<file path="config.mk">
export PLATFORM = sky130hd
export DESIGN_NAME = bus_decode_flat
export DESIGN_NICKNAME = d
export VERILOG_FILES = /design/src/logic/bus_pkg.sv /design/src/logic/bus_req_if.sv /design/src/logic/bus_decode.sv /design/src/flat_wrapper.sv
export VERILOG_INCLUDE_DIRS = /design/src /design/src/include
export SDC_FILE = /design/constraint.sdc
export NUM_CORES = 1
export LEC_CHECK = 0
export ABC_AREA = 1
export BUFFER_PORTS_ARGS = -buffer_cell sky130_fd_sc_hd__buf_2
export CORE_MARGIN = 2
export CORE_UTILIZATION = 42
export DETAILED_ROUTE_END_ITERATION = 16
export GPL_ROUTABILITY_DRIVEN = 0
export PLACE_DENSITY = 0.85
export SLEW_MARGIN = 20
export SYNTH_ARGS = -nofsm -noshare
export SYNTH_HDL_FRONTEND = slang
export SYNTH_SLANG_ARGS = --single-unit
</file>
<file path="constraint.sdc">
create_clock -name clk_32m -period 1.6 [get_ports clk_32m]
set_input_delay 0.32 -clock clk_32m [delete_from_list [all_inputs] [get_ports clk_32m]]
set_output_delay 0.32 -clock clk_32m [all_outputs]
set_load 0.01 [all_outputs]
</file>
<file path="src/include/bus_params.svh">
`ifndef BUS_PARAMS_SVH
`define BUS_PARAMS_SVH

// Fast RAM bytes, mapped from address 0
`define RAM_DEPTH 1024

// Slow 1 MHz bus window, SHEILA style page
`define SLOW_BASE 16'hFE00

// Registers in the slow window
`define SLOW_SIZE 16'd4

// Data returned for unmapped reads
// Floating bus reads back all ones
`define UNMAPPED_DATA 8'hFF

`endif

</file>
<file path="src/logic/bus_pkg.sv">
`timescale 1ns/1ns
`default_nettype none

// Types shared by the Wishbone side, the decode and the execute stages
package bus_pkg;

   // One request address, full 64K map
   typedef logic [15:0] bus_addr_t;

   // One data byte
   typedef logic [7:0] bus_data_t;

   // Where a request lands in the map
   typedef enum logic [1:0] {
      REGION_RAM,
      REGION_SLOW,
      REGION_NONE
   } bus_region_t;

   // Execute stage FSM
   typedef enum logic [1:0] {
      SEQ_IDLE,
      SEQ_WAIT,
      SEQ_DONE
   } seq_state_t;

endpackage

`default_nettype wire

</file>
<file path="src/logic/bus_req_if.sv">
`timescale 1ns/1ns
`default_nettype none

// One decoded request, decode stage to execute stage
interface bus_req_if import bus_pkg::*; ();

   // Request outstanding at the execute stage
   logic        valid;
   bus_region_t region;
   bus_addr_t   addr;
   bus_data_t   wdata;
   logic        we;

   // Execute stage finished the access
   logic        done;

   modport decode (
      output valid, region, addr, wdata, we,
      input  done
   );

   modport execute (
      input  valid, region, addr, wdata, we,
      output done
   );

endinterface

`default_nettype wire

</file>
<file path="src/logic/bus_decode.sv">
`timescale 1ns/1ns
`default_nettype none
`include "bus_params.svh"

module bus_decode import bus_pkg::*; (
   input  logic      clk_32m,
   input  logic      rst,
   input  logic      cyc,
   input  logic      stb,
   input  logic      we,
   input  bus_addr_t adr,
   input  bus_data_t dat_w,
   input  logic      ack,
   bus_req_if.decode req
);

   bus_region_t region_next;
   logic        busy;
   logic        start;

   // Address map
   always_comb begin
      if (adr < 16'(`RAM_DEPTH)) begin
         region_next = REGION_RAM;
      end else if (adr >= `SLOW_BASE && adr < `SLOW_BASE + `SLOW_SIZE) begin
         region_next = REGION_SLOW;
      end else begin
         region_next = REGION_NONE;
      end
   end

   // New transfer, only one in flight
   assign start = cyc && stb && !busy;

   // Busy until ack, valid until the execute stage is done
   always_ff @(posedge clk_32m) begin
      if (rst) begin
         busy      <= 1'b0;
         req.valid <= 1'b0;
      end else if (start) begin
         busy      <= 1'b1;
         req.valid <= 1'b1;
      end else begin
         if (req.done)
            req.valid <= 1'b0;
         if (ack)
            busy <= 1'b0;
      end
   end

   // Request payload
   always_ff @(posedge clk_32m) begin
      if (start) begin
         req.region <= region_next;
         req.addr   <= adr;
         req.wdata  <= dat_w;
         req.we     <= we;
      end
   end

   // Ack only closes a transfer that was accepted here
   a_ack_in_flight: assert property (
      @(posedge clk_32m) disable iff (rst) ack |-> busy
   ) else $error("ack without a transfer in flight");

endmodule

`default_nettype wire

</file>
<file path="src/flat_wrapper.sv">
// flat-port wrapper written by rule: the top's interface ports become plain ports
module bus_decode_flat import bus_pkg::*;
  (clk_32m, rst, cyc, stb, we, adr, dat_w, ack, req_valid, req_region, req_addr, req_wdata, req_we, req_done);
  bus_req_if req_i ();
  input  logic clk_32m;
  input  logic rst;
  input  logic cyc;
  input  logic stb;
  input  logic we;
  input  bus_addr_t adr;
  input  bus_data_t dat_w;
  input  logic ack;
  output wire logic [$bits(req_i.valid)-1:0] req_valid;
  output wire logic [$bits(req_i.region)-1:0] req_region;
  output wire logic [$bits(req_i.addr)-1:0] req_addr;
  output wire logic [$bits(req_i.wdata)-1:0] req_wdata;
  output wire logic [$bits(req_i.we)-1:0] req_we;
  input wire logic [$bits(req_i.done)-1:0] req_done;
  assign req_valid = req_i.valid;
  assign req_region = req_i.region;
  assign req_addr = req_i.addr;
  assign req_wdata = req_i.wdata;
  assign req_we = req_i.we;
  assign req_i.done = req_done;
  bus_decode u_core (.clk_32m(clk_32m), .rst(rst), .cyc(cyc), .stb(stb), .we(we), .adr(adr), .dat_w(dat_w), .ack(ack), .req(req_i));
endmodule
</file>
==> summary.md, run 1 <==
| Metric | Value |
|---|---|
| Required time at the worst-slack endpoint | `1280 ps` |
| Post-detailed-route count of antenna-violating nets | `0` |
| Max_slew headroom | `slightly below 90%` |
| Critical path endpoint category | `output port` |
| Unrepaired setup endpoints after global routing | `false` |
| CP bufs+invs | `1` |
| Post-detailed-route DRC marker count | `0` |
| Synth Area in Compound Gates | `0.9852%` |
| Core Footprint | `between 0.002 and 0.0025 mm2` |
| Final Cycle Share | `between 70% and 80%` |
| Die Footprint | `0.002829 mm2` |
| Setup slack after placement | `369.7 ps` |
| Fraction of final layout cells with drive strength greater than 1 | `47.06%` |
| Synthesized area per cell | `14.72 um2` |
| CTS tree | `done` |
| Drt wl/cell | `12.63 um` |
| Synth Instances | `69` |
| Clk slew on worst S/H paths | `~80 ps` |
| CTS Root Buffer Type | `clkbuf_4` |
| Largest net degree at the start of global routing | `28` |
| Wire length of the first global-routing pass | `between 3000 and 4000 um` |
| GRT Resource Usage Total | `about 16%` |
| Proportion of synthesized area in mux cells | `0%` |
| Total global routing overflow | `0` |
| Most frequent cell after synthesis | `edfxtp_1` |
| Worst-case hold slack | `approximately 160 ps` |
| Cell type group with the largest total delay on the critical path | `flip-flops` |
| Crit Path Max Fanout | `1` |
| Synth cell count leaders | `edfxtp_1, nor2_1, nand2_1` |
| Number of clock sinks | `29` |
| Synth-to-layout area growth | `38.79%` |
| Setup TNS Final | `0 ps` |
| Met1 usage | `about 18%` |
| Largest cells by area after synthesis | `edfxtp_1, nor2_1, dfxtp_1` |
| Status | `finished, final reports clean` |
| Data arrival time at the worst-slack endpoint | `approximately 900 ps` |
| Number of instances on the worst hold path | `2` |
| Count of input and output buffers | `between 50 and 60` |
| GR Util met3 | `6.215%` |
| Worst Hold Class | `input pin to register` |
| Critical Setup Path Class | `register to output port` |
| Net count, final | `approximately 170` |
| Type of origin of the critical path | `register` |
| Cell with the biggest individual delay on the critical path | `edfxtp_1` |
| Total chip power | `between 1 and 1.5 mW` |
| Final HPWL DP | `1611 um` |
| Leakage power | `0.6272 nW` |
| Final hold viol count | `0` |
| Wire length after detailed routing | `2072 um` |
| Via count of the first global-routing pass | `a little under 700` |
| Post-synthesis register bit count | `29` |
| Synthesized-area fraction occupied by xor and xnor cells | `0%` |
| Max Clk Rate | `between 800 and 900 MHz` |
| Distinct cells, synth | `10` |
| Combinational family with the most area after synthesis | `simple AND/OR/NAND/NOR gates` |
| Largest vdd supply drop | `667.2 uV` |
| DR vias | `approximately 730` |
| Post-synth net total | `100` |
| Simple-gate area share of the yosys netlist | `between 10% and 20%` |
| Height of the die | `between 50 and 60 um` |
| Post-synthesis sequential area ratio | `a little over four fifths` |
| DRT iter0 DRCs | `7` |
| Setup violation total in the final timing report | `0` |
| Worst clock skew on the final layout | `~5.2 ps` |
| Cell area power density | `between 900 and 1000 mW/mm2` |
| Slack of the critical path | `around 400 ps` |
| Warnings from Yosys | `0` |
| Critical path, cell by cell | `buf_2` |
| Placed Instance Area | `roughly 0.0014 mm2` |
| Total setup buffers inserted after CTS | `0` |
| Worst-margin pin slew | `a little under 200 ps` |
| Routing usage on met2 | `about a quarter` |
| Fraction of the mapped netlist area in adder cells | `0%` |
| Largest buffer count on any clock path | `2` |
| Cells resized by post-CTS repair | `0` |
| Area share of the leading cell type in the synthesized netlist | `between 70% and 80%` |
| Final Instance Area | `0.001410 mm2` |
| Logic depth of the worst register-to-register path | `4` |
| Final Critical Period | `1195 ps` |
| Top Usage Layer GRT | `met2` |
| Post-synth ARST share | `0%` |
| Post-cts hold buffer count | `0` |
| Number of max-slew violations in the final report | `0` |
| Most common flop cell mapped by yosys | `edfxtp_1` |
| Max-cap violations | `0` |
| I/O pin cnt | `between 50 and 60` |
| Number of buffers created by CTS | `5` |
| Total iterations of the first detailed-routing run | `4` |
| Syn Std Cell Area | `approximately 0.0010 mm2` |
| DIE WIDTH | `between 50 and 60 um` |
| Number of flops mapped to enable cells by yosys | `27` |
| Number of rows in the core area | `17` |
| Insertion delay of the later-clocked pin in the worst-skew pair | `about 320 ps` |
| Starting Density | `a little under half` |
| Cell count along the critical path | `1` |
| Dominant cell type by area after synthesis | `edfxtp_1` |
| Via density per instance | `between 4 and 5` |
| Ant diodes | `0` |
| H-tree Lvls | `2` |
| Worst stage delay on the critical path | `~400 ps` |
| Initial antenna violation count | `0` |
## cell families after synthesis
| kind of cell | count (synthesis) |
|---|---|
| buf+inv | 9 |
| flops | 29 |
| compound gates | 2 |
| simple gates | 29 |
## final timing paths
| path | end | slack (ps) | start |
|---|---|---|---|
| setup / recovery | req_region[0] | 400 | u_core.req.region[0] |
| hold / removal | u_core.req.valid | 160 | rst |
| setup reg to reg | u_core.req.addr[5] | 490 | u_core.busy |
| hold reg to reg | u_core.busy | 470 | u_core.busy |
## area by class of cell
cell class / count / area [um2]
clock buffers: 8 / 48.80
fillers: 167 / 844.6
inverters: 9 / 33.78
multi-input cells: 31 / 131.4
flip-flops and latches: 29 / 850.8
well taps: 28 / 35.03
repair buffers: 59 / 310.3
## state kept, by name, summed over array words and instances (netlist names)
register and flops:
u_core.req.region 2, u_core.req.we 1, u_core.req.wdata 8, u_core.req.addr 16
u_core.req.valid 1, u_core.busy 1
## power by group
part,switching [mW],internal (mW)
Combinational,0.0719,0.0583
Clock,0.228,0.175
Sequential,0.00740,0.865
Total,0.308,1.10
## stage by stage
| step | util (%) | instances |
|---|---|---|
| CTS | 62.54 | 164 |
| global route | 62.54 | 164 |
| floorplan | - | 69 |
| finish | 62.54 | 164 |
| global placement | 60.38 | 156 |
| detailed placement | 60.38 | 156 |
## metal layers
layer	wire length [um]	up-vias
met2	1019	40
met4	40	0
li1	-	366
met5	0	-
met3	234	5
met1	777	320
## layout by cell type (no fill, tap or decap)
cell / n
buf_2: 58
edfxtp_1: 27
nor2_1: 14
nand2_1: 10
inv_1: 9
clkbuf_4: 5
clkbuf_1: 3
nand4_1: 2
a21oi_1: 2
dfxtp_1: 2
or2_1: 1
nor3_1: 1
nand3b_1: 1
buf_12: 1
(Power assumes the default switching activity.)
==> inputs of run 2 (changes only) <==
- clock period: 1.6 -> 1.14 ns (I/O delays scaled with it)
==> run 2 against run 1 <==
Against the previous run:
- sequential power grew 41%
- power grew 42%
- cell count grew 0.61%
- routed wire length grew 18%
- global-route usage grew 1.3 points
- sequential cell count is the same
- non-clock buffer count grew 1
- first-iteration DRC count grew to 3.6 times the previous value
- highest routed layer unchanged
- count of clock-buffer cells in the layout shrank 2
- clock power grew 41%
- design area grew 2.7%
==> summary.md, run 2 (synthesis results as in run 1) <==
| Metric | Value |
|---|---|
| Slack of the critical path | `25.13 ps (-379.5 ps)` |
| Die Footprint | `0.002829 mm2 (unchanged)` |
| Starting Density | `45.06% (unchanged)` |
| Cell with the biggest individual delay on the critical path | `dfxtp_2` |
| Worst Hold Class | `input pin to register` |
| Worst-margin pin slew | `159.1 ps (-35.97 ps)` |
| Critical Setup Path Class | `register to register` |
| Switching part of the total | `22.96% (+1.1 points)` |
| Wire length of the first global-routing pass | `3125 um (+4.1%)` |
| Fraction of final layout cells with drive strength greater than 1 | `51.82% (+4.8 points)` |
| Drt wl/cell | `14.83 um (+17%)` |
| Status | `finished, final reports clean` |
| Critical path, cell by cell | `nor2_2 -> nand2_2 -> clkinvlp_4 -> clkbuf_16` |
| Worst stage delay on the critical path | `340 ps (-60 ps)` |
| Largest vdd supply drop | `867.2 uV (+30%)` |
| CTS Root Buffer Type | `clkbuf_4` |
| Final Cycle Share | `between 90% and 100%` |
| Worst-case hold slack | `79.03 ps (-79.42 ps)` |
| Height of the die | `53.19 um (unchanged)` |
| H-tree Lvls | `2 (unchanged)` |
| CTS tree | `done` |
| Ant diodes | `0 (unchanged)` |
| Core Footprint | `0.002255 mm2 (unchanged)` |
| Number of clock sinks | `29 (unchanged)` |
| Number of max-slew violations in the final report | `0 (unchanged)` |
| Number of rows in the core area | `17 (unchanged)` |
| Post-detailed-route count of antenna-violating nets | `0 (unchanged)` |
| Worst clock skew on the final layout | `6.005 ps (+0.8229 ps)` |
| Required time at the worst-slack endpoint | `1180 ps (-100 ps)` |
| Synth-to-layout area growth | `42.49%` |
| Cell area power density | `1382 mW/mm2 (+39%)` |
| Max_slew headroom | `89.31% (+2.4 points)` |
| Switching power | `459.3 uW (+49%)` |
| Final hold viol count | `0 (unchanged)` |
| Registers with the most flip-flops | `u_core.req.addr x16, u_core.req.wdata x8, u_core.req.region x2` |
| Final HPWL DP | `1770 um (+9.8%)` |
| Max Clk Rate | `about 900 MHz` |
| I/O pin cnt | `59 (unchanged)` |
| Via count of the first global-routing pass | `728 (+7.5%)` |
| Number of buffers created by CTS | `5 (unchanged)` |
| Via density per instance | `4.709 (+5.6%)` |
| Leading cell type in the layout, fill and taps excluded | `buf_2` |
| Largest net degree at the start of global routing | `28 (unchanged)` |
| Flip-flop count of the largest register after layout | `16 (unchanged)` |
| Setup slack after placement | `-26.36 ps (-396.1 ps)` |
| Net count, final | `167 (+0.60%)` |
| Total iterations of the first detailed-routing run | `4 (unchanged)` |
| Largest buffer count on any clock path | `2 (unchanged)` |
| Biggest register | `u_core.req.addr` |
| Post-cts hold buffer count | `0 (unchanged)` |
| Proportion of power drawn by the clock network | `28.5% (-0.2 points)` |
| Highest-count cells in the layout ignoring fill and taps | `buf_2, edfxtp_1, nor2_1` |
| Clk slew on worst S/H paths | `90 ps (about the same)` |
| Leakage power | `0.6362 nW (+1.4%)` |
| Final Critical Period | `1115 ps` |
| Sequential share of power | `61.4% (-0.7 points)` |
| Data arrival time at the worst-slack endpoint | `1150 ps (+270 ps)` |
| Post-detailed-route DRC marker count | `0 (unchanged)` |
| Max-cap violations | `0 (unchanged)` |
| Initial antenna violation count | `0 (unchanged)` |
| DRT iter0 DRCs | `25 (+18)` |
| Critical path endpoint category | `register` |
| GRT Resource Usage Total | `16.98% (+1.3 points)` |
| Insertion delay of the later-clocked pin in the worst-skew pair | `320 ps (about the same)` |
| Crit Path Max Fanout | `13 (+12)` |
| Cell internal pwr | `1.541 mW (+40%)` |
| Setup violation total in the final timing report | `0 (unchanged)` |
| DR vias | `777 (+6.3%)` |
| DIE WIDTH | `53.19 um (unchanged)` |
| Total chip power | `2.001 mW (+42%)` |
| Wire length after detailed routing | `2447 um (+18%)` |
| Count of input and output buffers | `58 (unchanged)` |
| Part of the power in combinational logic | `10.1% (+0.8 points)` |
| Type of origin of the critical path | `register` |
| Total global routing overflow | `0 (unchanged)` |
==> run 2: area by class of cell <==
class / instances / area [um2]
Fill cell: 166 / 807.0
Sequential cell: 29 / 852.1
Clock buffer: 6 / 41.29
Multi-Input combinational cell: 31 / 136.4
Inverter: 9 / 37.54
Tap cell: 28 / 35.03
Timing Repair Buffer: 60 / 335.3
Clock inverter: 2 / 10.01
==> run 2: repair_timing <==
action / CTS / global route
gates resized for setup: 1 / 1
setup buffers: 0 / 0
setup endpoints to repair: 9 / 27
gates cloned: 0 / 1
==> run 2: stage by stage <==
| step | instance area [um2] | utilization [%] | TNS (ps) | std cells |
|---|---|---|---|---|
| floorplan | 1021 | - | -2107 | 69 |
| CTS | 1420 | 62.99 | 0 | 164 |
| global route | 1448 | 64.21 | -8.180 | 165 |
| global placement | 1366 | 60.60 | 0 | 156 |
| detailed placement | 1366 | 60.60 | -693.8 | 156 |
| finish | 1448 | 64.21 | 0 | 165 |
==> run 2: worst max-delay path: cells and delay by family (launching register included) <==
kind | cells | cell delay (ps)
buf+inv | 2 | 300
simple gates | 2 | 180
flops | 1 | 340
==> run 2: routing by layer <==
layer | vias to the layer above | GRT usage (%) | wire [um]
met3 | 4 | 5.932 | 250
met1 | 349 | 17.27 | 910
met4 | 0 | 11.54 | 49
met2 | 54 | 28.96 | 1236
li1 | 370 | - | -
met5 | - | 0 | 0
==> run 2: path summary, 6_finish.rpt <==
path                         start                  end  slack [ps]  depth (start not counted)
hold / removal            dat_w[0]  u_core.req.wdata[0]          80                          1
hold reg to reg   u_core.req.valid     u_core.req.valid         480                          2
setup / recovery       u_core.busy  u_core.req.addr[10]          30                          4
setup reg to reg       u_core.busy  u_core.req.addr[10]          30                          4
==> run 2: power groups by stage <==
stage	Clock, mW	Combinational, mW	Sequential (mW)
after floorplan	0	0.0407	1.27
after global placement	0	0.178	1.25
after detailed placement	0	0.189	1.25
after CTS	0.582	0.191	1.23
after global routing	0.632	0.223	1.23
final	0.570	0.203	1.23
==> inputs of run 3 (changes only) <==
- PLACE_DENSITY: 0.85 -> unset
- PLACE_DENSITY_LB_ADDON: unset -> 0.1
==> run 3 against run 2 <==
Against the previous run:
- worst setup slack better by 35 ps
- sequential cell count did not move
- power decreased by 1.9%
- routed wire length is 26% lower
- highest routed layer unchanged
- via count down 4.8%
- non-clock buffer count stayed put
- global-route usage decreased by 2.1 points
- first-iteration DRC count fell by 44%
- worst hold slack got worse by 3.3 ps
==> summary.md, run 3 (synthesis results as in run 1) <==
| Metric | Value |
|---|---|
| Largest buffer count on any clock path | `2 (unchanged)` |
| Required time at the worst-slack endpoint | `910 ps (-270 ps)` |
| H-tree Lvls | `2 (unchanged)` |
| Cell with the biggest individual delay on the critical path | `edfxtp_1` |
| Critical Setup Path Class | `register to output port` |
| DIE WIDTH | `53.19 um (unchanged)` |
| Cell type group with the largest total delay on the critical path | `flip-flops` |
| Worst reg2reg path endpoint | `u_core.req.region[0]` |
| Via density per instance | `4.485 (-4.8%)` |
| Worst-margin pin slew | `179.9 ps (+20.77 ps)` |
| Flip-flop count of the largest register after layout | `16 (unchanged)` |
| Worst stage delay on the critical path | `380 ps (+40 ps)` |
| Wire length of the first global-routing pass | `2808 um (-10%)` |
| Highest-count cells in the layout ignoring fill and taps | `buf_2, edfxtp_1, nor2_1` |
| Leakage power | `0.6315 nW (-0.74%)` |
| Core Footprint | `0.002255 mm2 (unchanged)` |
| Data arrival time at the worst-slack endpoint | `850 ps (-300 ps)` |
| Count of input and output buffers | `58 (unchanged)` |
| Fraction of final layout cells with drive strength greater than 1 | `50.36% (-1.5 points)` |
| Net count, final | `167 (unchanged)` |
| Final Critical Period | `1080 ps (-35.04 ps)` |
| Starting Density | `45.06% (unchanged)` |
| Number of rows in the core area | `17 (unchanged)` |
| Worst clock skew on the final layout | `3.382 ps (-2.623 ps)` |
| CTS Root Buffer Type | `clkbuf_4` |
| DR vias | `740 (-4.8%)` |
| Largest net degree at the start of global routing | `17 (-39%)` |
| Cell area power density | `1364 mW/mm2 (-1.3%)` |
| DRT iter0 DRCs | `14 (-44%)` |
| GRT Resource Usage Total | `14.84% (-2.1 points)` |
| Ant diodes | `0 (unchanged)` |
| CTS tree | `done` |
| Initial antenna violation count | `0 (unchanged)` |
| R2r startpoint | `u_core.busy` |
| Clk slew on worst S/H paths | `90 ps (about the same)` |
| Max-cap violations | `0 (unchanged)` |
| Number of buffers created by CTS | `5 (unchanged)` |
| Post-route core utilization | `63.82% (-0.39 points)` |
| Critical Path Start | `u_core.req.addr[4]` |
| Crit Path Max Fanout | `1 (-12)` |
| Number of clock sinks | `29 (unchanged)` |
| Final hold viol count | `0 (unchanged)` |
| Endpoint of the most critical setup path | `req_addr[4]` |
| Setup violation total in the final timing report | `0 (unchanged)` |
| Type of origin of the critical path | `register` |
| Post-cts hold buffer count | `0 (unchanged)` |
| Registers with the most flip-flops | `u_core.req.addr x16, u_core.req.wdata x8, u_core.req.region x2` |
| Height of the die | `53.19 um (unchanged)` |
| Biggest register | `u_core.req.addr` |
| Post-detailed-route count of antenna-violating nets | `0 (unchanged)` |
| Logic depth of the worst register-to-register path | `4 (unchanged)` |
| Synth-to-layout area growth | `41.63%` |
| Worst Hold Class | `input pin to register` |
| Die Footprint | `0.002829 mm2 (unchanged)` |
| Final HPWL DP | `1422 um (-20%)` |
| CP bufs+invs | `1 (-1)` |
| Wire length after detailed routing | `1816 um (-26%)` |
| Critical path, cell by cell | `buf_2` |
| I/O pin cnt | `59 (unchanged)` |
| Slack of the critical path | `60.16 ps (+35.04 ps)` |
| Reg2Reg Setup Slack | `60 ps (+40 ps)` |
| Total global routing overflow | `0 (unchanged)` |
| Status | `finished, final reports clean` |
| Largest vdd supply drop | `877.6 uV (+1.2%)` |
| Critical path endpoint category | `output port` |
| Max_slew headroom | `87.92% (-1.4 points)` |
| Max Clk Rate | `926.1 MHz (+3.2%)` |
| Setup slack after placement | `11.16 ps (+37.52 ps)` |
| Final Cycle Share | `94.72% (-3.1 points)` |
| Post-detailed-route DRC marker count | `0 (unchanged)` |
| Total iterations of the first detailed-routing run | `4 (unchanged)` |
| Insertion delay of the later-clocked pin in the worst-skew pair | `310 ps (about the same)` |
| Cell count along the critical path | `1 (-3)` |
| Leading cell type in the layout, fill and taps excluded | `buf_2` |
| Number of max-slew violations in the final report | `0 (unchanged)` |
| Drt wl/cell | `11.01 um (-26%)` |
| Unrepaired setup endpoints after global routing | `false` |
| Via count of the first global-routing pass | `678 (-6.9%)` |
run 3: worst min path at each step:
stage	slack [ps]	endpoint	from	depth (start not counted)
global route	60	u_core.busy	rst	2
detailed placement	410	u_core.req.wdata[1]	dat_w[1]	1
finish	80	u_core.busy	rst	2
global placement	390	u_core.busy	rst	2
CTS	70	u_core.req.wdata[2]	dat_w[2]	1
floorplan	290	u_core.busy	rst	1
run 3: routing by layer:
metal | track usage (%) | vias up | wire length, um
met5 | 0 | - | 0
met4 | 6.410 | 0 | 34
met3 | 7.910 | 5 | 189
met2 | 23.54 | 37 | 896
met1 | 16.51 | 329 | 696
li1 | - | 369 | -
run 3: cell type report:
type | count | area (um2)
clock buffer | 5 | 37.54
clock inverter | 3 | 12.51
fill | 205 | 815.8
inverter | 9 | 37.54
multi-input combinational | 31 | 133.9
sequential | 29 | 852.1
tap | 28 | 35.03
timing repair buffer | 60 | 330.3
run 3: power breakdown:
group          total, mW  switching, mW  internal (mW)
sequential          1.22        0.00960           1.21
combinational      0.192          0.101         0.0903
clock              0.547          0.325          0.222
total               1.96          0.436           1.53
run 3: repair_timing:
item / CTS / global route
setup buffers: 0 / 0
gates resized for setup: 0 / 1
setup endpoints to repair: 0 / 16
run 3: metrics by stage:
stage               setup TNS [ps]  cells  hold slack [ps]  area [um2]  power (mW)
finish                           0    165            75.73        1439       1.963
floorplan                    -2107     69            289.7        1021       1.316
global placement                 0    157            394.2        1386       1.438
global route                     0    165            63.50        1439       2.063
detailed placement               0    157            406.8        1386       1.442
CTS                              0    165            68.74        1436       1.994
